==> config.mk <==
export PLATFORM = sky130hd
export DESIGN_NAME = memCtrl
export DESIGN_NICKNAME = d
export VERILOG_FILES = /design/src/hw/mem_consts.svh /design/src/hw/memPkg.sv /design/src/hw/memCtrl.sv
export SDC_FILE = /design/constraint.sdc
export NUM_CORES = 1
export LEC_CHECK = 0
export BUFFER_PORTS_ARGS = -buffer_cell sky130_fd_sc_hd__buf_2
export CAP_MARGIN = 10
export CORE_MARGIN = 3
export CORE_UTILIZATION = 50
export CTS_CLUSTER_SIZE = 14
export DETAILED_ROUTE_END_ITERATION = 8
export PLACE_DENSITY = 0.8
export SYNTH_ARGS = -nofsm -noshare
export SYNTH_HDL_FRONTEND = slang
export SYNTH_SLANG_ARGS = --single-unit
export TNS_END_PERCENT = 1
==> constraint.sdc <==
create_clock -name clk -period 3.5 [get_ports clk]
set_input_delay 0.7 -clock clk [delete_from_list [all_inputs] [get_ports clk]]
set_output_delay 0.7 -clock clk [all_outputs]
set_load 0.1 [all_outputs]
==> src/hw/mem_consts.svh <==
`ifndef MEM_CONSTS_SVH
`define MEM_CONSTS_SVH

// request address width
`define MEM_ADDR_W 32

// word width seen by the core
`define MEM_DATA_W 32

// address bits decoded by the RAM, upper bits ignored
`define MEM_DEPTH_LOG2 12

`endif

==> src/hw/memPkg.sv <==
package memPkg;

    // current job of the controller
    typedef enum logic [1:0] {
        Idle,
        RInst,
        RData,
        WData
    } memState;

    // data port opcode
    typedef enum logic {
        Load,
        Store
    } accessKind;

    // value is the byte count
    typedef enum logic [2:0] {
        LenByte = 3'd1,
        LenHalf = 3'd2,
        LenWord = 3'd4
    } accessLen;

    typedef enum logic [1:0] {
        OwnNone,
        OwnData,
        OwnInst
    } busOwner;

endpackage

==> src/hw/memCtrl.sv <==
`timescale 1ns/1ps

module memCtrl
    import memPkg::*;
(
    input  logic            clk,
    input  logic            rst,
    input  logic            rdy,
    input  logic            ioBufferFull,
    input  logic            fetchEn,
    input  logic            dataEn,
    input  accessKind       dataKind,
    input  accessLen        dataLen,
    output logic            accept,
    output logic            acceptData,
    output logic [2:0]      stage,
    output logic            writeNow,
    output logic            capture,
    output logic            clearWord,
    output logic            stall,
    output logic            fetchDone,
    output logic            dataDone,
    output memPkg::busOwner busOwner
);

    memState  state;
    accessLen lenQ;
    logic     lastStage;

    assign stall = !rdy || ioBufferFull;

    // data port has priority over fetch
    assign accept     = (state == Idle) && (dataEn || fetchEn) && !stall;
    assign acceptData = dataEn;
    assign clearWord  = accept;

    assign writeNow = (state == WData);

    // stage 0 only issues the first address, nothing to capture yet
    assign capture = ((state == RData) || (state == RInst)) && (stage != 3'd0);

    always_comb begin
        case (state)
            RInst:   lastStage = (stage == 3'(LenWord));
            RData:   lastStage = (stage == 3'(lenQ));
            // stores finish on the cycle of the last write
            WData:   lastStage = (stage == 3'(lenQ) - 3'd1);
            default: lastStage = 1'b0;
        endcase
    end

    assign fetchDone = !stall && (state == RInst) && lastStage;
    assign dataDone  = !stall && ((state == RData) || (state == WData)) && lastStage;

    always_comb begin
        case (state)
            RInst:        busOwner = OwnInst;
            RData, WData: busOwner = OwnData;
            default:      busOwner = OwnNone;
        endcase
    end

    always_ff @(posedge clk) begin
        if (rst) begin
            state <= Idle;
            stage <= 3'd0;
            lenQ  <= LenByte;
        end else if (!stall) begin
            case (state)
                Idle: begin
                    if (accept) begin
                        stage <= 3'd0;
                        if (dataEn) begin
                            lenQ  <= dataLen;
                            state <= (dataKind == Store) ? WData : RData;
                        end else begin
                            state <= RInst;
                        end
                    end
                end
                default: begin
                    if (lastStage) begin
                        state <= Idle;
                        stage <= 3'd0;
                    end else begin
                        stage <= stage + 3'd1;
                    end
                end
            endcase
        end
    end

    // a data request entering arbitration carries a legal length
    legalLenA: assert property (
        @(posedge clk) disable iff (rst)
        (state == Idle && dataEn) |-> (dataLen inside {LenByte, LenHalf, LenWord})
    );

    // each done is a single pulse that hands the RAM back
    oneDoneA: assert property (
        @(posedge clk) disable iff (rst)
        (fetchDone || dataDone) |=> (state == Idle) && !(fetchDone || dataDone)
    );

    // back-pressure freezes the job so its done waits
    noDoneStallA: assert property (
        @(posedge clk) disable iff (rst)
        stall |=> $stable(state) && $stable(stage)
    );

endmodule

Word level (Yosys, flattened, before mapping)

Index checks and enable logic that the tools add are counted.
W data, S select, Z words.

Add/subtract/negate cells: 2
Equality and inequality tests: 7
Multiplexer cells: 10
Bitwise operators: 1
Reductions and logical operators: 20

Operator list:

| cell                  | count |
|---|---|
| $mux W3               | 3 |
| $mux W2               | 4 |
| $logic_and A1 B1 Y1   | 7 |
| $eq A3 B3 Y1          | 2 |
| $eq A2 B2 Y1 const B  | 2 |
| $logic_or A1 B1 Y1    | 4 |
| $pmux W2 S2           | 1 |
| $reduce_and A4 Y1     | 1 |
| $add A3 B1 Y3 const B | 1 |
| $eq A3 B3 Y1 const B  | 1 |
| $pmux W1 S3           | 1 |
| $reduce_and A3 Y1     | 1 |
| $reduce_bool A3 Y1    | 1 |
| $sub A3 B1 Y3 const B | 1 |
| $eq A2 B1 Y1 const B  | 1 |
| $logic_not A1 Y1      | 2 |
| $logic_not A2 Y1      | 1 |
| $ne A2 B2 Y1 const B  | 1 |
| $reduce_and A2 Y1     | 1 |
| $reduce_bool A2 Y1    | 1 |
| $reduce_or A2 Y1      | 1 |
| $mux W1               | 1 |
| $not A1 Y1            | 1 |

Register bits after elaboration: 8
Bits of input ports: 10
Output and inout port bits: 13
Logic and storage cells: 43

Longest topological paths before layout

Depth in word-level cells: 6
Gate-level depth with buffers: 8
Gate-level depth less buffers: 8

Worst setup path before layout

Ideal clock, no wire load.

Path type: register to output
Start: reg stage[0]
End: out capture
Data arrival time: 3.561 ns
Required time: 2.800 ns
Setup slack: -0.761 ns
Stages on the path, launching flop included: 4
Buffers on the path: 0
Cell sequence: dfxtp_1 -> inv_1 -> ha_1 -> a21boi_0

Cells in the longest elaborated chain, start to end: 2

RTL lines:

| what                   | line          | source |
|---|---|---|
| start, declared        | memCtrl.sv:16 | `output logic [2:0] stage,` |
| start signal, assigned | memCtrl.sv:86 | `stage <= stage + 3'd1;` |
| $reduce_bool A3 Y1     | memCtrl.sv:40 | `assign capture = ((state == RData) \|\| (state == RInst)) && (stage != 3'd0);` |
| $logic_and A1 B1 Y1    | memCtrl.sv:40 |  |
| end, declared          | memCtrl.sv:18 | `output logic capture,` |

Every way passes these cells.

Final worst setup path

Start: reg state[0]
End: out fetchDone

Cells in the longest elaborated chain, start to end: 3
Elaborated cells between the ends (all ways): 6
Classes of those cells: 3 x eq/ne; 1 x mux; 2 x reduce/logical

RTL lines:

| what                                               | line                         | source |
|---|---|---|
| start, declared                                    | memCtrl.sv:26                | `memState state;` |
| start signal, assigned                             | memCtrl.sv:65                | `state <= Idle;` |
| start signal, assigned                             | memCtrl.sv:75                | `state <= (dataKind == Store) ? WData : RData;` |
| start signal, assigned                             | memCtrl.sv:77                | `state <= RInst;` |
| $eq A2 B2 Y1 or $eq A2 B1 Y1 (tied branches)       | memCtrl.sv:43, memCtrl.sv:52 |  |
| $pmux W1 S3 or $logic_and A1 B1 Y1 (tied branches) | memCtrl.sv:43, memCtrl.sv:52 |  |
| $logic_and A1 B1 Y1 *                              | memCtrl.sv:52                | `assign fetchDone = !stall && (state == RInst) && lastStage;` |
| end, declared                                      | memCtrl.sv:21                | `output logic fetchDone,` |

Every way passes the cells marked *; elsewhere a longest branch is shown, timed or not.

==> impl_summary.md <==
Synth
The biggest area contributor in the post-synthesis netlist is dfxtp_1. The post-synthesis average cell area is 7.97 µm². After synthesis, the cell types taking the most area are dfxtp_1, ha_1, inv_1. The instance count of the mapped netlist is 84. The part of the Yosys area used for sequential elements is 23.9%. The number of warnings printed during yosys synthesis is 0. Summed over its instances, the top area cell type makes up 23.9% of the synthesized netlist area. The synthesized design contains 0 enable-type register cells. When the netlist entered floorplanning its net count stood at 104. In the synthesized netlist the dominant register cell turns out to be dfxtp_1.

In the synthesized netlist the async set-or-reset flop fraction comes to 0%. The post-synthesis instance area is 669 µm². The number of different library cells in the post-synthesis netlist is 28.

The synthesized design contains 8 register bits.

Clock tree
After clock tree synthesis, the clock-pin slew on the worst setup and hold paths is 50 ps. In this run, post-CTS repair resized a total of 0 instances. The number of clock sinks is 8. The number of hold buffers added after CTS is 0. The root buffer cell chosen for the clock tree is clkbuf_4. The TritonCTS clock tree is done.

In this run the number of H-tree levels came out at 1. The later pin in the worst-skew pair is clocked with a latency of 250 ps. No sink is reached through more buffers than the 2 on the longest clock path. After clock tree synthesis, the setup repair step added 0 buffers. Clock tree synthesis inserted a total of 3 buffers.

GRT
The overall routing resource usage is 17.1%. The number of antenna violations at the first check in global routing is 0. The first global-routing pass estimated 2440 µm of wire. The number of global-route vias before repair is 573. The maximum number of pins on one net before global-route repair is 9. The aggregate global routing overflow is 0.

Floorplan
The floorplan has 12 rows. The die covers 1810 µm². The starting utilization of the core area is 56.4%. The die is 42.6 µm wide. The die is 42.6 µm tall. The area of the core region is 1190 µm². The boundary pin count is 23.

STA
The transition time at the pin with the least slew margin is 490 ps. The total count of hold-check failures in the final report is 0. The worst path needs 2990 ps of the cycle, external delays included.

Setup repair after global routing left no endpoint under its margin. Setup violations remaining at the end of the flow were counted as 0. Between clock sinks in the finished design, the worst skew comes to 2.13 ps. The number of max-slew violations in the final report is 0. The final hold slack is 518 ps. The worst slew slack as a fraction of its limit is 67.6%. The final cycle utilization of the critical path is 85.4%. The final critical-path setup slack is 511 ps.

Derived from the worst setup path, the maximum achievable clock frequency is 335 MHz.

Setup path
The largest single stage delay on the critical path is 430 ps. The critical path data arrival time is 2290 ps. The most prevalent standard cell on the critical path is nor2_2.

The type of element launching the critical path is a flip-flop. STA classifies the critical path endpoint as a primary output. Walking the worst path, the cells encountered are inv_1, ha_1, nor2_2, a21oi_2, xnor2_1, nand4_1, nor2_2, buf_2. The depth of the worst register-to-register path is 8. The start-to-end type of the worst setup path is flip-flop to primary output. Along the worst path, the maximum fanout reaches 5. STA puts the critical path data required time at 2800 ps.

The slowest cell on the critical path is buf_2.

Pwr
The static power due to leakage is 0.392 nW. The maximum ir drop on the vdd rail is 0.205 mV. For this design the ratio of total power to cell area is 297 nW/µm². The total design power is 0.240 mW.

Hold path
The cell depth of the worst hold path is 2. The classification of the worst-slack hold path is flip-flop to flip-flop.

Cells and area
The filler cells instantiated in the layout total 108. The multi-input combinational cell area is 460 µm². The post-route netlist has 31.1% of its cells at a drive strength greater than 1. The number of nets in the final layout is 128. The finished layout holds 120 standard cells, fillers aside.

The number of antenna diodes in the final layout is 0. The growth of design area from synthesis to finish is 20.7%. The area of all sequential standard cells is 160 µm².

Placed design
The final weighted congestion in routability-driven placement is 0.831. The total placed cells including tap cells is 117. The post-DP HPWL is 1200 µm. The number of input and output port buffers inserted is 22. OpenSTA, run right after detailed placement, puts the worst setup slack at 754 ps.

Drt
The detailed-router iteration count before antenna repair is 4. The wire length per cell is 11.7 µm. The count of vias placed by the detailed router is 624. The total DRC errors in the routed layout is 0. The final wirelength is 1400 µm. The detailed router finished its first iteration with 7 violations. Dividing the detail-routed via count by the number of cells gives 5.20. The residual antenna-violating net count after detailed routing is 0.

Run status
The flow ran to the end, and the final reports show no timing, DRC or antenna violations.

Flow run
Max-cap violations in this run came to 0.
## layout make-up
type | count | area share [%]
timing repair buffer | 22 | 13.6
clock buffer | 3 | 2.79
multi-input combinational | 63 | 57.0
inverter | 10 | 4.64
tap | 14 | 2.17
sequential | 8 | 19.8
## worst paths after layout
check,start,end,slack (ps)
setup reg to reg,state[0],state[1],1690
setup / recovery,state[0],fetchDone,510
hold reg to reg,lenQ[1],lenQ[1],520
hold / removal,lenQ[1],lenQ[1],520
## metrics by stage
step,cell area (µm²),TNS (ps),util (%)
6_report,808,0,68.1
5_1_grt,808,0,68.1
4_1_cts,808,0,68.1
3_5_place_dp,786,0,66.2
3_3_place_gp,786,0,66.2
2_1_floorplan,677,-52.9,-
## worst max-delay path: cells and delay by family (launching register included)
family	cells	cell delay, ps
AND/OR/NAND/NOR	3	500
XOR/XNOR	1	290
buffers and inverters	2	560
AO/OA/AOI/OAI	1	50
adder cells (fa/ha/maj)	1	250
flip-flops	1	400
## layout by cell type (no fill, tap or decap), types with 2 or more instances in the layout
cell type,count
a21oi_1,7
nor2_1,8
nor2_2,3
nand3_1,4
clkbuf_4,3
mux2i_1,3
xnor2_1,2
buf_2,22
ha_1,9
o21ai_1,3
inv_1,10
dfxtp_1,8
nand2_1,8
## kinds of logic after synthesis
logic type / Yosys count / share of synthesized area [%]
AND/OR/NAND/NOR: 29 / 20.4
flip-flops: 8 / 23.9
adder cells (fa/ha/maj): 10 / 18.7
XOR/XNOR: 2 / 2.62
multiplexers: 4 / 6.17
AO/OA/AOI/OAI: 18 / 19.8
buffers and inverters: 13 / 8.41
## state kept, by name (all words and copies together) (netlist names)
| signal | count |
|---|---|
| lenQ | 3 |
| stage | 3 |
| state | 2 |
## per-layer routing
layer  up-vias  share of wire, %  GRT usage [%]
met5         -                 0              0
met4         0              0.57           5.59
met3         2               4.0           1.29
met2        15                48           30.4
met1       283                47           21.4
li1        324                 -              -
## Yosys cell counts (2+ instances only)
cell type and number:
dfxtp_1 8, nor2_1 10, ha_1 10, mux2i_1 3
nand3_1 4, a21oi_1 7, o21ai_1 3, inv_1 10
xnor2_1 2, nand2_1 8, buf_4 2
## where the power goes
group	total [mW]	leakage, nW	internal (mW)	switching [mW]
Sequential	0.0981	0.0650	0.0942	0.00387
Combinational	0.0728	0.314	0.0195	0.0533
Clock	0.0691	0.0138	0.0391	0.0299
No activity file was read; power rests on OpenSTA's default activity.
