## config.mk

```make
export PLATFORM = sky130hd
export DESIGN_NAME = readAssembler
export DESIGN_NICKNAME = d
export VERILOG_FILES = /design/src/hw/memPkg.sv /design/src/hw/readAssembler.sv
export VERILOG_INCLUDE_DIRS = /design/src /design/src/hw
export SDC_FILE = /design/constraint.sdc
export NUM_CORES = 1
export LEC_CHECK = 0
export BUFFER_PORTS_ARGS = -buffer_cell sky130_fd_sc_hd__buf_4
export CORE_MARGIN = 2
export CORE_UTILIZATION = 45
export CTS_BUF_LIST = sky130_fd_sc_hd__clkbuf_4
export DETAILED_ROUTE_END_ITERATION = 12
export GPL_TIMING_DRIVEN = 0
export PLACE_DENSITY = 0.79
export SETUP_SLACK_MARGIN = 0.5
export SLEW_MARGIN = 20
export SYNTH_ARGS = -nofsm -noshare
export SYNTH_HDL_FRONTEND = slang
export SYNTH_SLANG_ARGS = --single-unit
```

## constraint.sdc

```tcl
create_clock -name clk -period 1.8 [get_ports clk]
set_clock_uncertainty 0.05 [all_clocks]
set_input_delay 0.45 -clock clk [delete_from_list [all_inputs] [get_ports clk]]
set_output_delay 0.45 -clock clk [all_outputs]
set_load 0.01 [all_outputs]
```

## src/hw/mem_consts.svh

```systemverilog
`ifndef MEM_CONSTS_SVH
`define MEM_CONSTS_SVH

// request address width
`define MEM_ADDR_W 32

// word width seen by the core
`define MEM_DATA_W 32

// address bits decoded by the RAM, upper bits ignored
`define MEM_DEPTH_LOG2 12

`endif

```

## src/hw/memPkg.sv

```systemverilog
package memPkg;

    // current job of the controller
    typedef enum logic [1:0] {
        Idle,
        RInst,
        RData,
        WData
    } memState;

    // data port opcode
    typedef enum logic {
        Load,
        Store
    } accessKind;

    // value is the byte count
    typedef enum logic [2:0] {
        LenByte = 3'd1,
        LenHalf = 3'd2,
        LenWord = 3'd4
    } accessLen;

    typedef enum logic [1:0] {
        OwnNone,
        OwnData,
        OwnInst
    } busOwner;

endpackage

```

## src/hw/readAssembler.sv

```systemverilog
`timescale 1ns/1ps
`include "mem_consts.svh"

module readAssembler
    import memPkg::*;
(
    input  logic                   clk,
    input  logic                   rst,
    input  logic                   capture,
    input  logic                   clearWord,
    input  logic [2:0]             stage,
    input  logic                   stall,
    input  logic [7:0]             ramDout,
    output logic [`MEM_DATA_W-1:0] word
);

    // lanes 0..2, lane 3 only ever comes from the live byte
    logic [2:0][7:0] lanes;
    logic [1:0]      lane;

    // stage 1..4 maps to lane 0..3
    assign lane = stage[1:0] - 2'd1;

    always_ff @(posedge clk) begin
        if (rst) begin
            lanes <= '0;
        end else if (!stall) begin
            if (clearWord) begin
                lanes <= '0;
            end else if (capture && (stage != 3'(LenWord))) begin
                lanes[lane] <= ramDout;
            end
        end
    end

    // untouched upper lanes stay zero, giving the zero-extension
    always_comb begin
        word = {8'h00, lanes};
        if (capture) begin
            word[{lane, 3'b000} +: 8] = ramDout;
        end
    end

endmodule

```

-- After elaboration in Yosys (flattened, before gate mapping)
Index checks and enable logic that the tools add are counted.
- register bits after elaboration: 24
- input bits: 16
- output and inout port bits: 32
- logic and storage cells: 22
- $add $sub $neg: 2
- $lt $le $gt $ge: 2
- eq/ne operators: 1
- shifts and indexed selects: 2
- muxes and demuxes: 7
- bitwise gates (word level): 1
- reductions and logical operators: 4
- operator list (cell ; count):
    $mux 24 ; 2
    $bwmux 32 ; 1
    $mux 32 ; 1
    $shift 8x7->32 const A ; 1
    $shiftx 8x7->32 ; 1
    $bwmux 24 ; 1
    $demux 8 s2 ; 1
    $mux 8 ; 1
    $neg 5->7 ; 1
    $lt 2x3->1 const B ; 1
    $ne 3x3->1 const B ; 1
    $ge 2x1->1 const B ; 1
    $logic_and 1x1->1 ; 2
    $reduce_and 2->1 ; 1
    $reduce_bool 2->1 ; 1
    $sub 2x1->2 const B ; 1
    $not 1->1 ; 1

-- Longest topological paths before layout
Gate-level depths: netlist (run 1).
- depth in word-level cells: 8
- mapped depth: 5
- gate-level depth less buffers: 3

-- Worst setup path before layout (run 1)
No wires, ideal clock.
- path kind: input -> output
- start point: input port stage[1]
- end point: output port word[0]
- arrival time: 1298 ps
- slack: 2 ps
- stages on the path: 3
- buffers on the path: 1
- cell sequence: buf_2 -> nand3b_1 -> mux2_2
- word-level cells in the longest chain between the ends: 5
- elaborated cells between the ends (all ways): 6
- classes of those cells: add/sub: 2; shift: 2; mux: 2
- RTL lines (item ; line ; RTL):
    start: declaration ; readAssembler.sv:11 ; input logic [2:0] stage,
    $sub 2x1->2 (*) ; readAssembler.sv:22 ; assign lane = stage[1:0] - 2'd1;
    $neg 5->7 (*) ; readAssembler.sv:40 ; word[{lane, 3'b000} +: 8] = ramDout;
    $shiftx 8x7->32 or $shift 8x7->32 (tied branches) ; readAssembler.sv:40 ;
    $bwmux 32 (*) ; readAssembler.sv:40 ;
    $mux 32 (*) ; readAssembler.sv:39 ; if (capture) begin
    end: declaration ; readAssembler.sv:14 ; output logic [`MEM_DATA_W-1:0] word
Mark *: on every way between the ends. The rest lies on a longest branch, timed or not.

-- Final worst setup path (run 1)
- start point: input port stage[1]
- end point: output port word[1]
The elaborated chain is that of the path after synthesis.

==> results, run 1 <==
- IR analysis of the VDD net gives a maximum drop of 0.0006694 V.
- The delay of the slowest cell on the worst path is between 0.3 and 0.4 ns.
- Input and output buffers added on the ports amount to 43.
- The flow ran to the end, but the final reports show violations.
- The kind of start point of the critical path is an input pin.
- STA puts the critical path data required time at 1.30 ns.
- Of all nets on the critical path, the largest fanout is 7.
- The initial utilization of the core area, before any placement, comes to 48.61%.
- Ranked by flip-flop count, first place goes to lanes.
- Setup repair after global routing could not meet its margin everywhere.
- Sequential cells were found to cover 39.18% of the synthesized design area.
- Once placement finished, the instance area stood at 0.001630 sq mm.
- Hold repair after CTS inserted 0 buffers.
- The register with the most flip-flops in the layout has 24 of them.
- The clock transition at the registers of the reported paths is 0.13 ns.
- The number of cells after detailed placement is 183.
- The worst path uses 102.6% of the clock period.
- The final layout contains 180 nets.
- The total of fill cells in the finished design is 193.
- The first-pass iteration count of the detailed router is 4.
- The most used cell along the critical path is sky130_fd_sc_hd__buf_6.
- The later pin in the worst-skew pair is clocked with a latency of 0.31 ns.
- Setup violations remaining at the end of the flow were counted as 11.
- Static timing analysis puts the maximum clock frequency at 541.3 MHz.
- The library cell used most frequently in the layout, excluding fill and tap cells, is sky130_fd_sc_hd__buf_4.
- Entering global routing, the biggest net connects 14 pins.
- The net count after synthesis is around 130.
- The clock net sink count is 24.
- The average instance in the mapped netlist occupies 11.15 sq um.
- Walking the worst path, the cells encountered are buf_12 > nand3b_1 > buf_6 > mux2_4 > buf_6.
- The number of antenna violations at the first check in global routing is 0.
- The number of slew-limit violations in the final report was 0.
- After synthesis the netlist holds a flip-flop and latch count of 24.
- The analysis attributes to cell leakage a power of 0.0008355 uW.
- In the final routed layout, each cell accounts on average for 17.04 microns.
- The post-route cell area is 0.001867 sq mm.
- The slack of the critical path is -0.04728 ns.
- The number of synthesis warnings is 0.
- The clock buffer count from CTS is 3.
- The fraction of layout instances using a drive strength above 1 is between 50% and 60%.
- For the pin with the worst max-slew slack, the measured transition is 0.4517 ns.
- Measured along the y axis, the die boundary spans about 56 microns.
- The number of buffers between clock root and the deepest sink is 2.
- The number of global-route vias before repair is 1,114.
- The final-report hold violation count came to 0.
- The library cells used most frequently in the layout, excluding fill and tap cells, are sky130_fd_sc_hd__buf_4 (29), sky130_fd_sc_hd__dfxtp_1 (24), sky130_fd_sc_hd__buf_6 (20).
- between 40 and 50 I/O pins were placed.
- The final reports fail on negative setup slack.
- Excluding fillers, the count of instances in the completed layout stands at 193.
- After floorplanning, the core was divided into 18 placement rows.
- The remaining max-slew budget at the tightest pin is 69.89%.
- Following the worst setup path forward leads to its endpoint at word[1].
- The antenna violation net count after detailed routing is 0.
- The path type of the worst min-delay path is in2reg.
- In the global route stage, overall resource usage came out at about 22%.
- In this run the power density over the cells is around 540 mW/mm^2.
- The capture point of the worst reg-to-reg path is lanes[9].
- Synthesis produced a netlist whose cell count is 110.
- Measured in cells, the most critical reg-to-reg path has a length of 1.
- The area growth from synthesis to layout is 52.24%.
- The master cell of the clock root buffer is sky130_fd_sc_hd__clkbuf_4.
- The worst register-to-register path begins at lanes[9].
- The number of max-cap violations is 0.
- The start point of the critical path is stage[1].
- The setup check on the worst reg-to-reg path leaves a slack of 1.10 ns.
- Summing internal, switching and leakage power gives 1008 uW.
- The worst setup path is captured at an output port.
- The first global-routing pass estimated 5533 microns of wire.
- Counting I/O delays and the setup requirement, the final critical path takes 1.847 ns.
- The beginning of the worst hold path is ramDout[0].
- The data arrival time of the worst path is between 1 and 1.5 ns.
- In this run the cell area of the synthesized design comes to between 0.001 and 0.0015 sq mm.
- The post-DP HPWL is between 2000 and 2500 microns.
- The pre-CTS setup slack is -0.2715 ns.
- The die covers roughly 0.0032 sq mm.
- The share of the core filled with cells in the final layout is 74.01%.
- The die boundary width is 56.20 microns.
- The vias after detailed routing is roughly 1,100.
- The slowest stage of the critical path is the sky130_fd_sc_hd__mux2_4 cell.
- The core region area is 0.002522 sq mm.
- The first-iteration detailed-routing DRC count is 19.
- The repair_antennas step left the layout with diodes totalling 0.
- The via density per instance is roughly 5.9.
- The final layout contains routed wiring with a total length of ~3300 microns.
- The worst setup path is of the in2out kind.
- The overall overflow remaining after global route is 0.
- The largest registers in the layout are lanes (24).
- TritonCTS built the clock tree.
- The maximum level of the CTS H-tree is 1.
- The distinct cell type count of the synthesized netlist is 22.
- The global placer's final weighted congestion is about 0.8.
- The number of remaining DRC errors is 0.
-- logic make-up (layout without fill, tap and decap cells) --
logic type | after synthesis | after routing | share of synthesized area [%]
flops | 24 | 24 | 39.18
compound gates | 27 | 27 | 21.23
buf+inv | 7 | 60 | 2.857
mux | 24 | 24 | 22.04
simple gates | 28 | 28 | 14.69
-- per-layer routing --
layer  vias to the layer above  global-route usage [%]  wire (microns)
met4                         0                   4.762              53
li1                        538                       -               -
met2                        43                   38.32            1640
met1                       549                   27.03            1366
met5                         -                       0               0
met3                         6                   5.814             227
-- worst min-delay path by stage --
stage                      endpoint  cells after the start
after global routing      lanes[15]                      2
final                      lanes[8]                      2
after CTS                  lanes[8]                      2
after floorplan           lanes[16]                      1
after global placement    lanes[17]                      1
after detailed placement   lanes[7]                      1
-- what timing repair did --
item,in CTS,in global routing
pin swaps,3,2
endpoints found under the setup margin,32,36
cloned,1,0
gates resized for setup,34,4
setup buffers,5,0
-- worst max-delay path, delay by kind of cell --
family                 cells  cell delay [ns]
buffers and inverters      3             0.40
muxes                      1             0.31
and+or+nand+nor            1             0.18
-- layout make-up --
cell class	instances	area [sq um]	area share, %
sequential	24	480.5	25.74
timing repair buffer	49	464.2	24.87
multi-input combinational	79	778.2	41.69
tap	30	37.54	2.011
buffer	6	76.32	4.088
clock inverter	1	3.754	0.2011
inverter	1	3.754	0.2011
clock buffer	3	22.52	1.206
-- synth_stat cells, drive strengths merged --
| cell type | count | area share, % |
|---|---|---|
| and4bb | 1 | 1.0 |
| nor3 | 1 | 1.3 |
| nand2 | 8 | 2.4 |
| nor2 | 1 | 0.31 |
| nor2b | 1 | 0.51 |
| mux2 | 24 | 22 |
| a32o | 8 | 6.5 |
| clkbuf | 1 | 0.31 |
| nand3b | 3 | 1.8 |
| a311oi | 1 | 2.1 |
| nor3b | 2 | 1.6 |
| buf | 5 | 2.2 |
| nand3 | 2 | 0.82 |
| a31oi | 1 | 0.51 |
| o21a | 1 | 0.61 |
| dfxtp | 24 | 39 |
| o2bb2ai | 16 | 11 |
| clkinv | 1 | 0.31 |
| and3b | 1 | 0.71 |
| and2 | 8 | 4.1 |
-- power by group --
group,switching (uW),total [uW],internal [uW]
clock,151,232,81.0
combinational,107,236,129
sequential,2.88,539,537
total,261,1010,746
-- metrics by stage --
stage | hold slack [ns] | setup TNS, ns
2_1_floorplan | 0.3769 | 0
3_3_place_gp | 0.3891 | -5.519
3_5_place_dp | 0.3975 | -6.475
4_1_cts | 0.3530 | -0.1703
5_1_grt | 0.3643 | -1.085
6_report | 0.3608 | -0.3095
(Power assumes the default switching activity.)
==> run 2: changes to the inputs <==
--- a/config.mk
+++ b/config.mk
@@ -6,13 +6,14 @@
 export SDC_FILE = /design/constraint.sdc
 export NUM_CORES = 1
 export LEC_CHECK = 0
+export ABC_AREA = 1
 export BUFFER_PORTS_ARGS = -buffer_cell sky130_fd_sc_hd__buf_4
 export CORE_MARGIN = 2
 export CORE_UTILIZATION = 45
 export CTS_BUF_LIST = sky130_fd_sc_hd__clkbuf_4
 export DETAILED_ROUTE_END_ITERATION = 12
 export GPL_TIMING_DRIVEN = 0
-export PLACE_DENSITY = 0.79
+export PLACE_DENSITY = 0.77
 export SETUP_SLACK_MARGIN = 0.5
 export SLEW_MARGIN = 20
 export SYNTH_ARGS = -nofsm -noshare
==> results, run 2 <==
- The run finished, with violations left.
- The biggest fanout along the worst timing path is 6.
- The overall die height is 58.72 microns.
- Of the post-synthesis cell area, the part taken by muxes is 0%.
- The count of buffers added on input and output ports is 46.
- After synthesis, the largest area contributor takes up 35.65% of total cell area.
- The slack of the critical path is 0.04669 ns.
- The most used flip-flop cell after synthesis is sky130_fd_sc_hd__dfxtp_1.
- The sum of buffers and inverters on the critical path is 4.
- Setup repair after global routing could not meet its margin everywhere.
- The clock buffer count from CTS is 3.
- The post-DP HPWL is 3104 microns.
- The number of buffers between clock root and the deepest sink is 2.
- STA classifies the critical path endpoint as an output port.
- The worst vdd rail ir drop is 0.0005686 V.
- The via density per instance is 5.799.
- The register with the most flip-flops in the layout has 24 of them.
- The synthesized netlist devotes 0% of its cell area to XOR and XNOR gates.
- The core region area is 0.002805 sq mm.
- In the final layout, the registers with the most flip-flops are lanes (24).
- After synthesis, the mean cell area works out to 6.738 sq um.
- The overall die area is 0.003448 sq mm.
- Synthesis inferred 24 register bits.
- The clock net in this run drives a total of 24 sinks.
- The first global-routing pass estimated 7728 microns of wire.
- The multi-input combinational cells in the finished layout cover a total of around 0.0012 sq mm.
- The switching power total is 394.3 uW.
- The register with the most flip-flops is lanes.
- For this configuration, the core starts out at a cell density of approximately half.
- The floorplan step set the die width to 58.72 microns.
- Summed over all cells, the static leakage comes to 0.001000 uW.
- The distinct cell type count of the synthesized netlist is 18.
- The number of nets in the synthesized netlist is 216.
- Of all flip-flops after synthesis, the portion carrying an async set or reset was 0%.
- Across the run, the number of max-cap violations was 0.
- The root buffer cell chosen for the clock tree is sky130_fd_sc_hd__clkbuf_4.
- For this block, the routed nets add up to 4773 microns of wire.
- The worst-skew pair later-pin latency is between 0.3 and 0.4 ns.
- Once layout is done, the placed cells without fillers occupy 0.002501 sq mm.
- The vias after detailed routing is 1,699.
- Measured in cells, the most critical reg-to-reg path has a length of 2.
- The compound-gate portion of the synthesized area is around a fifth.
- At the end of the flow the core is filled with cells to 89.16%.
- The critical path's top delay family is buffers and inverters.
- The clock share of power is 30.5%.
- The most common cell in the synthesized netlist is sky130_fd_sc_hd__nand2_1.
- The cell internal power dissipation is 925.3 uW.
- The remaining max-slew budget at the tightest pin is 66.85%.
- The leading area contributor after synthesis is sky130_fd_sc_hd__dfxtp_1.
- The floorplan has 19 rows.
- The checks that failed: design-rule violations.
- The slowest stage of the critical path is the sky130_fd_sc_hd__buf_12 cell.
- After synthesis, flip-flops and latches occupy 35.65% of the total area.
- The final total power is 1320 uW.
- Setup violations remaining at the end of the flow were counted as 0.
- The simple-gate share of the synthesized area is 35.10%.
- The final layout net count is approximately 280.
- Across the whole layout, storage elements account for 480.5 sq um.
- The most used cell along the critical path is sky130_fd_sc_hd__buf_12.
- Net switching is 29.88% of the power.
- The number of global-route vias before repair is 1,598.
- After synthesis, the cell types taking the most area are sky130_fd_sc_hd__dfxtp_1 (36%), sky130_fd_sc_hd__nand2_1 (15%), sky130_fd_sc_hd__nand4_1 (11%).
- Counting the fill cells in the layout gives 125.
- In the synthesized netlist, the number of instances is 200.
- Based on the critical path, the design can be clocked at up to 570.4 MHz.
- The pre-CTS setup slack is -0.1907 ns.
- The number of slew-limit violations in the final report is 0.
- The number of buffers added to fix hold violations after cts is 0.
- After synthesis, the most frequently instantiated cells are sky130_fd_sc_hd__nand2_1 (54), sky130_fd_sc_hd__a21oi_1 (24), sky130_fd_sc_hd__dfxtp_1 (24), sky130_fd_sc_hd__nand4_1 (24), sky130_fd_sc_hd__nor2_1 (17).
- The TritonCTS clock tree is done.
- Per report_power, the combinational group accounts for 28.1% of the total.
- The adder and majority cell fraction of the synthesized area is 0%.
- For the pin with the worst max-slew slack, the measured transition is 0.4972 ns.
- Of the available clock period, the critical path in the final layout requires 97.41%.
- For the worst setup path, the data arrival time is 1.25 ns.
- The count of cells along the worst hold path is 2.
- The congestion estimate from routability-driven global placement came to 0.8777.
- The smallest clock period supported by the final layout is computed as 1.753 ns.
- The post-detailed-placement cell area is about 0.0021 sq mm.
- Walking the worst path, the cells encountered are buf_12 > inv_12 > nor2_4 > nand2_4 > buf_12 > nand2_2 > o21ai_2 > buf_4.
- The total standard cell area after synthesis is 0.001348 sq mm.
- The kind of start point of the critical path is an input pin.
- The cell count along the critical path is 8.
- In the final routed layout, each cell accounts on average for 16.29 microns.
- The type of the worst setup path is in2out.
- The most common cell after layout, fill and taps aside is sky130_fd_sc_hd__buf_4.
- The delay of the slowest cell on the worst path is 0.17 ns.
- The min-delay analysis places its worst path in the category in2reg.
- The first-iteration detailed-routing DRC count is about 130.
- The number of antenna violations at the first check in global routing is 0.
- The area growth from synthesis to layout is 85.61%.
- The required time of the critical path is about 1.3 ns.
- In this run the count of I/O pins placed on the die edge is 48.
- The number of diodes is 0.
- The overall overflow remaining after global route is 0.
- In the final layout, the share of cells above drive strength 1 is 50.38%.
- Global routing used between 20% and 30% of the available tracks across all layers.
- Entering global routing, the biggest net connects 15 pins.
- The number of enable-type register cells in the synthesized netlist is 0.
- The final-report hold violation count is 0.
- For this run, the detailed router's first-pass iteration total came to 8.
- The antenna violation net count after detailed routing is 0.
- The combinational family with the most area after synthesis is simple AND/OR/NAND/NOR gates.
- The power per cell area is 527.6 mW/mm^2.
- Clock-pin slew was measured on the worst setup and hold paths at between 0.1 and 0.15 ns.
- The maximum level of the CTS H-tree is 1.
- Per report_power, the sequential group accounts for 41.4% of the total.
- For this run, design rule violations remaining after detail routing come to 4.
- In the layout the commonest cells are sky130_fd_sc_hd__buf_4 (37), sky130_fd_sc_hd__nand2_1 (36), sky130_fd_sc_hd__nand4_1 (24), sky130_fd_sc_hd__a21oi_1 (24), sky130_fd_sc_hd__dfxtp_1 (24).
- During synthesis, Yosys emitted a total of 0 warnings.
run 2: cell types whose count changed in the layout (fill, tap and decap cells not counted), sizes merged, moves of 11 or more:
cell,before,now
o21ai,0,26
nor2,1,19
a21oi,0,24
nand2,8,57
nand4,0,24
o2bb2ai,16,0
inv,0,11
buf,53,66
mux2,24,0
run 2: worst register-to-register path: stages, from the launching register on:
cell	delay, ns
sky130_fd_sc_hd__dfxtp_1	0.40
sky130_fd_sc_hd__nand2_1	0.09
sky130_fd_sc_hd__a21oi_1	0.17
run 2: worst paths after layout:
| path | from | end | slack [ns] |
|---|---|---|---|
| worst max-delay path | stage[1] | word[14] | 0.05 |
| worst min-delay path | rst | lanes[12] | 0.26 |
| worst max register to register | lanes[8] | lanes[8] | 1.03 |
| worst min register to register | lanes[19] | lanes[19] | 0.42 |
run 2: area by class of cell:
type,instances,area share (%)
sequential,24,19.21
tap,31,1.551
clock buffer,3,0.9004
inverter,13,3.252
clock inverter,1,1.201
buffer,10,3.902
timing repair buffer,58,23.86
multi-input combinational,153,46.12
run 2: kinds of logic (layout without fill, tap and decap cells):
logic type             after synthesis  after routing
DFF                                 24             24
AOI/OAI and AO/OA                   50             50
and+or+nand+nor                    103            103
buffers and inverters               23             85
run 2: through the flow:
step | cells | hold WS (ns) | TNS [ns]
finish | 293 | 0.2560 | 0
global route | 293 | 0.2688 | 0
CTS | 292 | 0.2527 | 0
detailed placement | 277 | 0.4028 | -2.522
global placement | 277 | 0.3971 | -2.209
floorplan | 200 | 0.3849 | 0
run 2: power groups by stage:
stage                     Sequential, uW  Clock, uW  Combinational (uW)
after floorplan                      554          0                 192
after global placement               555          0                 295
after detailed placement             555          0                 301
after CTS                            545        399                 360
after global routing                 547        423                 394
final                                546        402                 371
run 2: repair_timing:
item	in CTS	in global routing
gates cloned	3	0
pin swaps	4	3
resized for setup	47	5
setup endpoints to repair	32	32
buffers inserted	8	1
run 2: metal layers:
layer | vias up | share of wire, % | wire [microns] | GRT usage (%)
li1 | 816 | - | - | -
met1 | 781 | 38 | 1825 | 37.84
met2 | 93 | 51 | 2451 | 49.21
met3 | 9 | 8.8 | 418 | 4.176
met4 | 0 | 1.7 | 79 | 11.36
met5 | - | 0 | 0 | 0
