$ cat src/hw/mem_consts.svh
`ifndef MEM_CONSTS_SVH
`define MEM_CONSTS_SVH

// request address width
`define MEM_ADDR_W 32

// word width seen by the core
`define MEM_DATA_W 32

// address bits decoded by the RAM, upper bits ignored
`define MEM_DEPTH_LOG2 12

`endif

$ cat src/hw/memPkg.sv
package memPkg;

    // current job of the controller
    typedef enum logic [1:0] {
        Idle,
        RInst,
        RData,
        WData
    } memState;

    // data port opcode
    typedef enum logic {
        Load,
        Store
    } accessKind;

    // value is the byte count
    typedef enum logic [2:0] {
        LenByte = 3'd1,
        LenHalf = 3'd2,
        LenWord = 3'd4
    } accessLen;

    typedef enum logic [1:0] {
        OwnNone,
        OwnData,
        OwnInst
    } busOwner;

endpackage

$ cat src/hw/ramBusDriver.sv
`timescale 1ns/1ps
`include "mem_consts.svh"

module ramBusDriver
    import memPkg::*;
(
    input  logic                       clk,
    input  logic                       rst,
    input  logic                       accept,
    input  logic                       acceptData,
    input  logic [2:0]                 stage,
    input  logic                       writeNow,
    input  logic                       stall,
    input  logic [`MEM_ADDR_W-1:0]     fetchAddr,
    input  logic [`MEM_ADDR_W-1:0]     dataAddr,
    input  logic [`MEM_DATA_W-1:0]     dataWdata,
    output logic [`MEM_DEPTH_LOG2-1:0] ramAddr,
    output logic                       ramWe,
    output logic [7:0]                 ramDin
);

    logic [`MEM_DEPTH_LOG2-1:0] baseAddr;
    logic [`MEM_DATA_W-1:0]     storeWord;

    always_ff @(posedge clk) begin
        if (rst) begin
            baseAddr <= '0;
        end else if (accept && !stall) begin
            baseAddr <= acceptData ? dataAddr[`MEM_DEPTH_LOG2-1:0]
                                   : fetchAddr[`MEM_DEPTH_LOG2-1:0];
        end
    end

    always_ff @(posedge clk) begin
        if (accept && !stall) begin
            storeWord <= dataWdata;
        end
    end

    // wraps inside the RAM
    // under stall the previous byte is re-read so the RAM output holds
    assign ramAddr = baseAddr + {{(`MEM_DEPTH_LOG2 - 3){1'b0}}, stage}
                     - {{(`MEM_DEPTH_LOG2 - 1){1'b0}}, stall};

    assign ramWe = writeNow && !stall;

    // little endian, byte k goes out in stage k
    always_comb begin
        if (stage < 3'(LenWord)) begin
            ramDin = storeWord[{stage[1:0], 3'b000} +: 8];
        end else begin
            ramDin = 8'h00;
        end
    end

endmodule

$ cat config.mk
export PLATFORM = sky130hd
export DESIGN_NAME = ramBusDriver
export DESIGN_NICKNAME = d
export VERILOG_FILES = /design/src/hw/memPkg.sv /design/src/hw/ramBusDriver.sv
export VERILOG_INCLUDE_DIRS = /design/src /design/src/hw
export SDC_FILE = /design/constraint.sdc
export NUM_CORES = 1
export LEC_CHECK = 0
export BUFFER_PORTS_ARGS = -buffer_cell sky130_fd_sc_hd__buf_2
export CAP_MARGIN = 15
export CORE_MARGIN = 2
export CORE_UTILIZATION = 35
export DETAILED_ROUTE_END_ITERATION = 7
export PLACE_DENSITY = 0.75
export SLEW_MARGIN = 40
export SYNTH_ARGS = -nofsm -noshare
export SYNTH_HDL_FRONTEND = slang
export SYNTH_SLANG_ARGS = --single-unit
$ cat constraint.sdc
create_clock -name clk -period 6.7 [get_ports clk]
set_input_delay 1.34 -clock clk [delete_from_list [all_inputs] [get_ports clk]]
set_output_delay 1.34 -clock clk [all_outputs]
set_load 0.05 [all_outputs]
# ---- Word level (Yosys, flattened, before mapping)
# Cells that the tools add are included.
dict set report classes {
  eq_ne 0
  multipliers 0
  n_lt_le_gt_ge 1
  bitwise_logic 0
  reduce_logical 3
  add_sub_neg 2
  muxes 2
  n_shift 1
  n_div 0
}
# operator count
set ops {}
lappend ops {{$shiftx A32 B6 Y8} 1}
lappend ops {{$add A12 B3 Y12} 1}
lappend ops {{$mux W12} 1}
lappend ops {{$sub A12 B1 Y12} 1}
lappend ops {{$mux W8} 1}
lappend ops {{$lt A3 B3 Y1 const B} 1}
lappend ops {{$logic_and A1 B1 Y1} 2}
lappend ops {{$logic_not A1 Y1} 1}
dict set report totals {
  ramBits 0
  latch_bits 0
  reg_bits 44
  mem_bits_ro 0
  mem_count 0
}

# ---- Longest topological paths before layout
# Gate-level depths: netlist of the first run.
dict set report depth {
  word_depth 2
  mapped_depth 10
  depth_no_buf 10
}

# ---- Least setup slack after synthesis of the first run
# Ideal clock, no wire load.
dict set report synth_timing {
  path_kind {input to output}
  from {in stage[1]}
  to {out ramAddr[8]}
  arrival_ps 4111
  required_time_ps 5360
  path_buffers 1
  slack_ps 1249
  cell_stages 10
  path_cell_list {clkbuf_1 inv_1 ha_1 inv_1 fa_1 a211oi_1 o21bai_1 a2111oi_0 nor3_1 xor2_1}
}
dict set report synth_via {
  elab_chain_len 2
}
# element line_no
set synth_rtl {}
lappend synth_rtl {{start: declaration} ramBusDriver.sv:11} ;# input logic [2:0] stage,
lappend synth_rtl {{$add A12 B3 Y12} ramBusDriver.sv:42} ;# assign ramAddr = baseAddr + {{(`MEM_DEPTH_LOG2 - 3){1'b0}}, stage}
lappend synth_rtl {{$sub A12 B1 Y12} ramBusDriver.sv:42}
lappend synth_rtl {{end: declaration} ramBusDriver.sv:17} ;# output logic [`MEM_DEPTH_LOG2-1:0] ramAddr,
# No other way between the ends.

# ---- Worst setup path after layout of the first run
# Same ends and word-level chain as after synthesis.

==> results.txt, run 1 <==
The final weighted congestion in routability-driven placement was 0.7845; the number of cells in the finished layout apart from fillers was 349. The final antenna-violating net count is 0, and the internal power summed over all cells is 0.0004743 W. The combinational share of power came out at 0.363.

STA classifies the critical path endpoint as a primary output. The logs give 0.1366 mV for the worst voltage drop across the vdd grid and 1501 ps for the setup slack after layout. The maximum number of pins on one net before global-route repair is 57, and the number of placement rows is 29.

The initial cell density of the core is 0.3643. The maximum buffer depth of the clock tree was 2. Amount of wire on met3 after detailed routing: 261 um. The tree is rooted in a sky130_fd_sc_hd__clkbuf_8.

The final number of setup-violating endpoints is 0, and the number of synthesized register bits is 44. The tools report the hold-fix buffer count after cts as 0. The post-synthesis cell area was 2340 um^2; the switching component of the power was 0.0002764 W. The cell count after placement was 341; the first-pass GRT wire length was 7.769 mm.

For the final routed database, the setup TNS stands at 0 ps. For the clock tree skew after final layout, the log shows 0 ps. Measured along the x axis, the die boundary spans 85.76 um. TritonCTS built the clock tree. The biggest fanout along the worst timing path came out at 9. For the count of cells resized by post-cts repair, the log shows 0. For the pin with the worst max-slew slack, the measured transition is 607.5 ps. The half-perimeter wire length after placement was 3.613 mm; the CTS clock-pin slew for the worst setup and hold paths was 80 ps.

Switching part of the total: 0.3682. The async set-or-reset flop fraction in the synthesized netlist works out to 0. In the routed layout, each cell is associated on average with a via count of 4.739.

The leakage component of the power is 1.258 nW, and the height of the die is 85.76 um. At the worst endpoint, the arrival time is 3860 ps. For the share of power burned in the clock network, the log shows 0.213.

The pre-antenna-repair detailed-routing pass consisted of 6 iterations. Buffers inserted during clock tree synthesis total 5. The number of clock sinks was 44. The critical path goes through buf_2 -> inv_1 -> ha_1 -> inv_1 -> fa_1 -> a211oi_1 -> o21bai_1 -> a2111oi_0 -> nor3_1 -> xor2_1 -> buf_2.

The cell count after synthesis came out at 186. During synthesis, Yosys emitted a total of 0 warnings. The type of origin of the critical path is a primary input. The run gives 0 as the number of buffers inserted to repair setup after CTS.

Final count of hold timing violations: 0. The number of antenna violations at the first check in global routing is 0. The floorplan step defined a die boundary enclosing 7355 um^2. The critical path data required time is 5360 ps, and the area overhead of the layout relative to synthesis is 25.19%. The worst max-slew margin expressed relative to the limit is 0.5950.

Category of cells accounting for the largest share of critical-path delay: compound AO/OA/AOI/OAI gates. The library cell used most frequently in the layout, excluding fill and tap cells, is sky130_fd_sc_hd__buf_2. When the netlist entered floorplanning its net count stood at 306. The fraction of final layout cells with drive strength greater than 1 was 0.3897; the buffers plus inverters on the worst setup path was 4. The critical path class was in -> out. A synthesized cell averages 12.58 um^2. The placeable core area is 6422 um^2, and the deepest level of the CTS H-tree is 2. The logs give 2 for the remaining design rule violation count and 391 for the number of nets in the layout.

The count of flip-flops with a built-in enable after synthesis works out to 32. Power spread over the standard cell area amounts to 256.3 nW/um^2. For the starting DRC count in detailed routing, the log shows 51. The slowest stage of the critical path is the sky130_fd_sc_hd__fa_1 cell. The worst hold path belongs to the class reg -> reg. The sum of routed wire length over all layers came out at 4.673 mm.

The length of routed wiring on met1 is 2.060 mm, and the overall track demand over capacity in global routing is 0.1370. Across all layers, the routed design uses 1654 vias. Pin placement for this block handled 126 I/O pins. After detailed routing, the average wire length per cell comes to 13.39 um. After detailed routing, no signal wire sits above met4. Based on the critical path, the design can be clocked at up to 192.3 MHz.

Leaving out fill and tap cells, the most frequent cells in the layout are sky130_fd_sc_hd__buf_2 (85), sky130_fd_sc_hd__edfxtp_1 (32), sky130_fd_sc_hd__inv_1 (19). Input and output buffers added on the ports amount to 85. The highest cell delay on the worst timing path was 480 ps. The final count of pins violating max slew was 0; the number of different library cells in the post-synthesis netlist was 32. The repair_antennas step left the layout with diodes totalling 0. For the worst-skew pair, the clock arrives at the later sink with an insertion delay of 290 ps.

Setup repair after global routing left no endpoint under its margin. The via count of the first global-routing pass came out at 1612. The post-placement setup slack was 1476 ps. The register share of total power was 0.423; the final period utilization was 0.7760. Power comes to 0.0007508 W. The run gives 0.5134 as the part of the Yosys area used for sequential elements. Dominant synthesized flop cell: sky130_fd_sc_hd__edfxtp_1.

The routed design could run at a clock period as short as 5199 ps. Wire segments on met2 add up to 2.313 mm in the final route. The flow ran to the end, but the final reports show violations. The checks that failed: DRC. Across the run, the number of max-cap violations was 0. For this run the aggregate overflow at the end of global routing stands at 0.
[power groups by stage]
stage,combinational (W),clock (W),sequential (W)
6_report,0.000273,0.000160,0.000318
4_1_cts,0.000276,0.000168,0.000318
3_5_place_dp,0.000276,0,0.000324
2_1_floorplan,0.000213,0,0.000322
3_3_place_gp,0.000272,0,0.000323
5_1_grt,0.000294,0.000180,0.000320
[worst paths after layout]
kind	startpoint	endpoint	slack, ps	cells after the start
worst max-delay path	stage[1]	ramAddr[8]	1500	11
worst min-delay path	baseAddr[2]	baseAddr[2]	500	2
worst max register to register	baseAddr[10]	baseAddr[10]	5960	2
worst min register to register	baseAddr[2]	baseAddr[2]	500	2
[state kept, by name (all words and copies together), names as in the netlist]
| register | flops |
|---|---|
| storeWord | 32 |
| baseAddr | 12 |
[synth_stat cells (3+ instances only)]
library cell,n,area share
sky130_fd_sc_hd__mux2i_1,12,0.051
sky130_fd_sc_hd__xor2_1,3,0.011
sky130_fd_sc_hd__ha_1,14,0.075
sky130_fd_sc_hd__mux4_2,8,0.077
sky130_fd_sc_hd__dfxtp_1,12,0.10
sky130_fd_sc_hd__nand4_1,3,0.0080
sky130_fd_sc_hd__clkbuf_1,6,0.0096
sky130_fd_sc_hd__a211oi_1,13,0.042
sky130_fd_sc_hd__edfxtp_1,32,0.41
sky130_fd_sc_hd__and2_1,10,0.027
sky130_fd_sc_hd__nor2_1,14,0.022
sky130_fd_sc_hd__xnor2_1,8,0.030
sky130_fd_sc_hd__a21oi_1,8,0.017
sky130_fd_sc_hd__inv_1,19,0.030
sky130_fd_sc_hd__a21o_1,3,0.0096
[kinds of logic (layout without fill, tap and decap cells)]
| logic type | after synthesis | after routing | synth area share |
|---|---|---|---|
| multiplexers | 20 | 20 | 0.1283 |
| adder cells (fa/ha/maj) | 15 | 15 | 0.08342 |
| AO/OA/AOI/OAI | 33 | 33 | 0.1086 |
| XOR/XNOR | 11 | 11 | 0.04118 |
| flip-flops | 44 | 44 | 0.5134 |
| AND/OR/NAND/NOR | 36 | 36 | 0.08075 |
| buffers and inverters | 27 | 113 | 0.04439 |
[final cells by class]
cell class,instances,area (um^2)
clock buffers,6,72.57
clock inverters,2,12.51
fillers,611,3493
inverters,19,71.32
multi-input cells,115,1042
flip-flops and latches,44,1201
well taps,77,96.34
repair buffers,86,432.9
[metal layers]
| layer | GRT usage | vias up |
|---|---|---|
| met3 | 0.03369 | 2 |
| met2 | 0.2251 | 52 |
| met1 | 0.1788 | 741 |
| met4 | 0.04329 | 0 |
| li1 | - | 859 |
| met5 | 0 | - |
[worst reg2reg max path: cells and delay by family (launching register included)]
kind	cells	cell delay, ps
DFF	1	370
AOI/OAI and AO/OA	1	230
and+or+nand+nor	1	60
[metrics by stage]
stage	area, um^2	util	hold slack (ps)
finish	2929	0.4561	499.8
global route	2929	0.4561	520.2
CTS	2929	0.4561	502.8
detailed placement	2844	0.4428	492.0
global placement	2844	0.4428	488.7
floorplan	2340	-	473.0
(Power assumes the default switching activity.)
==> run 2: changes to the inputs <==
--- a/config.mk
+++ b/config.mk
@@ -6,12 +6,13 @@
 export SDC_FILE = /design/constraint.sdc
 export NUM_CORES = 1
 export LEC_CHECK = 0
+export ABC_AREA = 1
 export BUFFER_PORTS_ARGS = -buffer_cell sky130_fd_sc_hd__buf_2
 export CAP_MARGIN = 15
 export CORE_MARGIN = 2
 export CORE_UTILIZATION = 35
 export DETAILED_ROUTE_END_ITERATION = 7
-export PLACE_DENSITY = 0.75
+export PLACE_DENSITY = 0.74
 export SLEW_MARGIN = 40
 export SYNTH_ARGS = -nofsm -noshare
 export SYNTH_HDL_FRONTEND = slang
==> constraint.sdc (replaced) <==
create_clock -name clk -period 5.2 [get_ports clk]
set_input_delay 1.04 -clock clk [delete_from_list [all_inputs] [get_ports clk]]
set_output_delay 1.04 -clock clk [all_outputs]
set_load 0.05 [all_outputs]
==> results.txt, run 2 <==
The run finished with clean final reports. The height of the die was 88.58 um (+3.3%). The half-perimeter wire length after placement is 4.590 mm (+27%), and the number of synthesized register bits is 44 (unchanged).

The deepest level of the CTS H-tree is 2 (unchanged). The number of nets in the layout was 509 (+30%); the final antenna-violating net count was 0 (unchanged). For the max-cap violation count, the log shows 0 (unchanged). The global routing met2 resource utilization is 0.2515 (+0.02640). The worst hold path begins at baseAddr[0]. The count of cells resized by post-cts repair was 0 (unchanged). The cell depth of the worst flop-to-flop path works out to 2 (unchanged). Setup repair after global routing left no endpoint under its margin.

The clock latency of the later-clocked register in the worst-skew pair came out at 280 ps (about the same). The largest registers in the layout are storeWord: 32 flops, baseAddr: 12 flops. The most common cell in the synthesized netlist is sky130_fd_sc_hd__nand2_1. The transition time of the tightest slew-check pin came out at 617.3 ps (+9.717 ps). The logs give 0.0006440 W (+36%) for the internal power summed over all cells and 0.1505 mV (+10%) for the worst voltage drop across the vdd grid. The area overhead of the layout relative to synthesis was 24.04%. The post-layout total power is 0.001020 W (+36%).

Count of flip-flops with a built-in enable after synthesis: 32 (unchanged). Die width: 88.58 um (+3.3%). Die outline area: 7846 um^2 (+6.7%). The critical path class was in -> out. The post-synthesis share of cell area spent on xor and xnor gates is 0.02449 (-0.01669). The run gives 0.5885 (-0.006478) as the worst max-slew margin expressed relative to the limit. The register with the most flip-flops is storeWord. The mean number of vias per cell was 4.523 (-4.6%). Critical path data required time: 4160 ps (-1200 ps). The final weighted congestion in routability-driven placement came out at 0.8053 (+2.7%). Biggest fanout along the worst timing path: 9 (unchanged). The met1 capacity usage during global routing was 0.2041 (+0.02531). Top cell type's share of synthesized area: 0.3838 (-0.02689).

The final number of setup-violating endpoints is 0 (unchanged). The largest total area in the synthesized netlist belongs to sky130_fd_sc_hd__edfxtp_1. For the net count after synthesis, the log shows 426 (+39%). The worst flop-to-flop path startpoint is baseAddr[4]. The critical path arrival was 2900 ps (-960 ps); the post-synthesis cell area was 2504 um^2 (+7.0%). The number of flip-flops under the largest register name came out at 32 (unchanged). The final standard cell utilization of the core is 0.4521 (-0.003974), and the number of buffers inserted to repair setup after CTS is 0 (unchanged).

The global route total overflow came out at 0 (unchanged). After synthesis, the largest family of logic cells by area is simple AND/OR/NAND/NOR gates. The multiplexer share of the synthesized area works out to 0 (-0.1283). The type of origin of the critical path is a primary input.

The most common library cell in the layout ignoring fill and taps was sky130_fd_sc_hd__buf_2. The tools report the number of clock buffers inserted by TritonCTS as 5 (unchanged). The run gives 0.402 (-0.021) as the register share of total power. The class of the tightest hold or removal check is reg -> reg. The top-level I/O count was 126 (unchanged).

The top cell types in the final layout, fill and taps aside, are sky130_fd_sc_hd__buf_2 (85), sky130_fd_sc_hd__nand2_1 (74), sky130_fd_sc_hd__inv_1 (43). The run gives 0.4798 (-0.03361) as the part of the Yosys area used for sequential elements. The sum of routed wire length over all layers was 5.866 mm (+26%).

The total vias in the final route is 2198 (+33%), and the simple-gate share of the synthesized area is 0.2144 (+0.1336). The tree is rooted in a sky130_fd_sc_hd__clkbuf_8. Cell count after synthesis: 306 (+65%). The filler cell count in the final layout came out at 701 (+15%). In the synthesized netlist, the cells that appear most often are sky130_fd_sc_hd__nand2_1 (74), sky130_fd_sc_hd__inv_1 (43), sky130_fd_sc_hd__nor2_1 (42). The logs give 2994 um^2 (+5.3%) for the placement-stage cell area and 81 (+59%) for the starting DRC count in detailed routing. The run gives 2 (unchanged) as the maximum buffer depth of the clock tree.

The run gives 9.273 mm (+19%) as the first-pass GRT wire length. The synthesized-area fraction occupied by ao, oa, aoi and oai cells was 0.1099 (+0.001389); the final design instance area without fill was 3105 um^2 (+6.0%). The fraction of the mapped netlist area in adder cells came out at 0.07796 (-0.005461).

The logs give 0.3645 (about the same) for the initial cell density of the core and 4460 ps (-1500 ps) for the flop-to-flop setup slack. The final period utilization came out at 0.7573. The async set-or-reset flop fraction in the synthesized netlist is 0 (unchanged), and the placeable core area is 6869 um^2 (+7.0%). The routed wirelength normalized by instance count was 12.07 um (-9.9%). The share of power burned in the clock network was 0.253 (+0.040); the combinational share of power was 0.345 (-0.018). The tools report the via count of the first global-routing pass as 2011 (+25%). For this run, the leading register cell type out of synthesis is sky130_fd_sc_hd__edfxtp_1. The kind of end point of the critical path was a primary output. After synthesis, the cell types taking the most area are sky130_fd_sc_hd__edfxtp_1 (38%), sky130_fd_sc_hd__nand2_1 (11%), sky130_fd_sc_hd__dfxtp_1 (9.6%). For the final antenna diode count, the log shows 0 (unchanged). The final-layout setup total negative slack is 0 ps (unchanged), and the number of clock sinks is 44 (unchanged). The number of placement rows came out at 30 (+3.4%). The total power density per cell area works out to 328.5 nW/um^2 (+28%). The tools report the number of detailed-route iterations in the first pass as 4 (-2).

The run gives 0 (unchanged) as the hold-fix buffer count after cts. The count of input and output buffers came out at 85 (unchanged). The clock tree skew after final layout was 0 ps (unchanged). The fraction of final layout cells with drive strength greater than 1 is 0.2513 (-0.1384), and the leakage component of the power is 1.504 nW (+20%).

The cell count after placement came out at 478 (+40%). The tools report the remaining design rule violation count as 0 (-2). CTS clock-pin slew for the worst setup and hold paths: 80 ps (about the same).

The overall track demand over capacity in global routing is 0.1537 (+0.01671), and the final critical delay including setup and external delays is 3938 ps. The achievable clock frequency is 253.9 MHz. The post-synthesis area per instance was 8.182 um^2 (-35%). TritonCTS built the clock tree.

The number of cells in the finished layout apart from fillers was 486 (+39%). The critical path starts at stage[1]. Final count of pins violating max slew: 0 (unchanged). Switching part of the total: 0.3687 (+0.0005530). Critical register-to-register path endpoint: baseAddr[4].

The met3 routing resource usage after global routing is 0.02519 (-0.008500). The number of instances on the worst hold path is 2 (unchanged). The logs give 25 (-22%) for the number of different library cells in the post-synthesis netlist and 57 (unchanged) for the maximum number of pins on one net before global-route repair.

The run gives 0 (unchanged) as the final count of hold timing violations. The switching component of the power came out at 0.0003762 W (+36%). The number of antenna violations at the first check in global routing was 0 (unchanged). For hold timing, the worst endpoint is baseAddr[0]. Most utilized layer in the global route result: met2. The run gives 0 (unchanged) as the count of yosys warnings during synthesis.
==> run 2: changes by cell type after synthesis, moves of 12 or more <==
cell,previous run,this run
sky130_fd_sc_hd__a211oi_1,13,0
sky130_fd_sc_hd__a31oi_1,0,12
sky130_fd_sc_hd__inv_1,19,43
sky130_fd_sc_hd__mux2i_1,12,0
sky130_fd_sc_hd__nand2_1,1,74
sky130_fd_sc_hd__nor2_1,14,42
sky130_fd_sc_hd__o21ai_0,2,27
==> run 2: how the worst max path moves through the flow <==
stage	endpoint	slack, ps	cells after the start
2_1_floorplan	ramAddr[7]	1080	10
3_3_place_gp	ramAddr[8]	1280	11
3_5_place_dp	ramAddr[8]	1270	11
4_1_cts	ramAddr[8]	1260	11
5_1_grt	ramAddr[8]	1110	11
6_report	ramAddr[8]	1260	11
==> run 2: per-stage QoR <==
stage | hold WS, ps | worst slack (ps)
after global routing | 601.1 | 1112
final | 558.7 | 1262
after global placement | 541.7 | 1281
after floorplan | 512.5 | 1077
after detailed placement | 544.1 | 1271
after CTS | 560.0 | 1256
==> run 2: logic make-up after synthesis <==
family                     count (synthesis)
and+or+nand+nor                          133
xor gates and xnor gates                   7
DFF                                       44
buffers and inverters                     55
AOI/OAI and AO/OA                         52
adders and majority gates                 15
==> run 2: area by class of cell <==
type	count	area, um^2	share of cell area
multi-input combinational	207	1069	0.3441
clock inverter	3	42.54	0.01370
clock buffer	5	68.82	0.02216
tap	96	120.1	0.03868
inverter	45	171.4	0.05520
sequential	44	1201	0.3868
timing repair buffer	86	432.9	0.1394
==> run 2: worst max-delay path, cell delays in order <==
cell and delay [ps]:
sky130_fd_sc_hd__buf_2 170, sky130_fd_sc_hd__inv_2 130, sky130_fd_sc_hd__ha_1 300, sky130_fd_sc_hd__inv_1 60, sky130_fd_sc_hd__fa_1 490, sky130_fd_sc_hd__nand2_1 90
sky130_fd_sc_hd__nand3_1 80, sky130_fd_sc_hd__nand3_1 120, sky130_fd_sc_hd__nand3_1 90, sky130_fd_sc_hd__nand2_1 60, sky130_fd_sc_hd__buf_2 250
==> run 2: power by group through the flow <==
stage | Clock [W] | Sequential, W | Combinational, W
floorplan | 0 | 0.000415 | 0.000272
global placement | 0 | 0.000417 | 0.000348
detailed placement | 0 | 0.000419 | 0.000353
CTS | 0.000264 | 0.000411 | 0.000354
global route | 0.000278 | 0.000413 | 0.000386
finish | 0.000258 | 0.000411 | 0.000352
==> run 2: per-layer routing <==
metal,part of all wire,vias up,wire [um]
li1,-,1164,-
met1,0.46,971,2712
met2,0.49,55,2864
met3,0.032,8,186
met4,0.017,0,102
met5,0,-,0
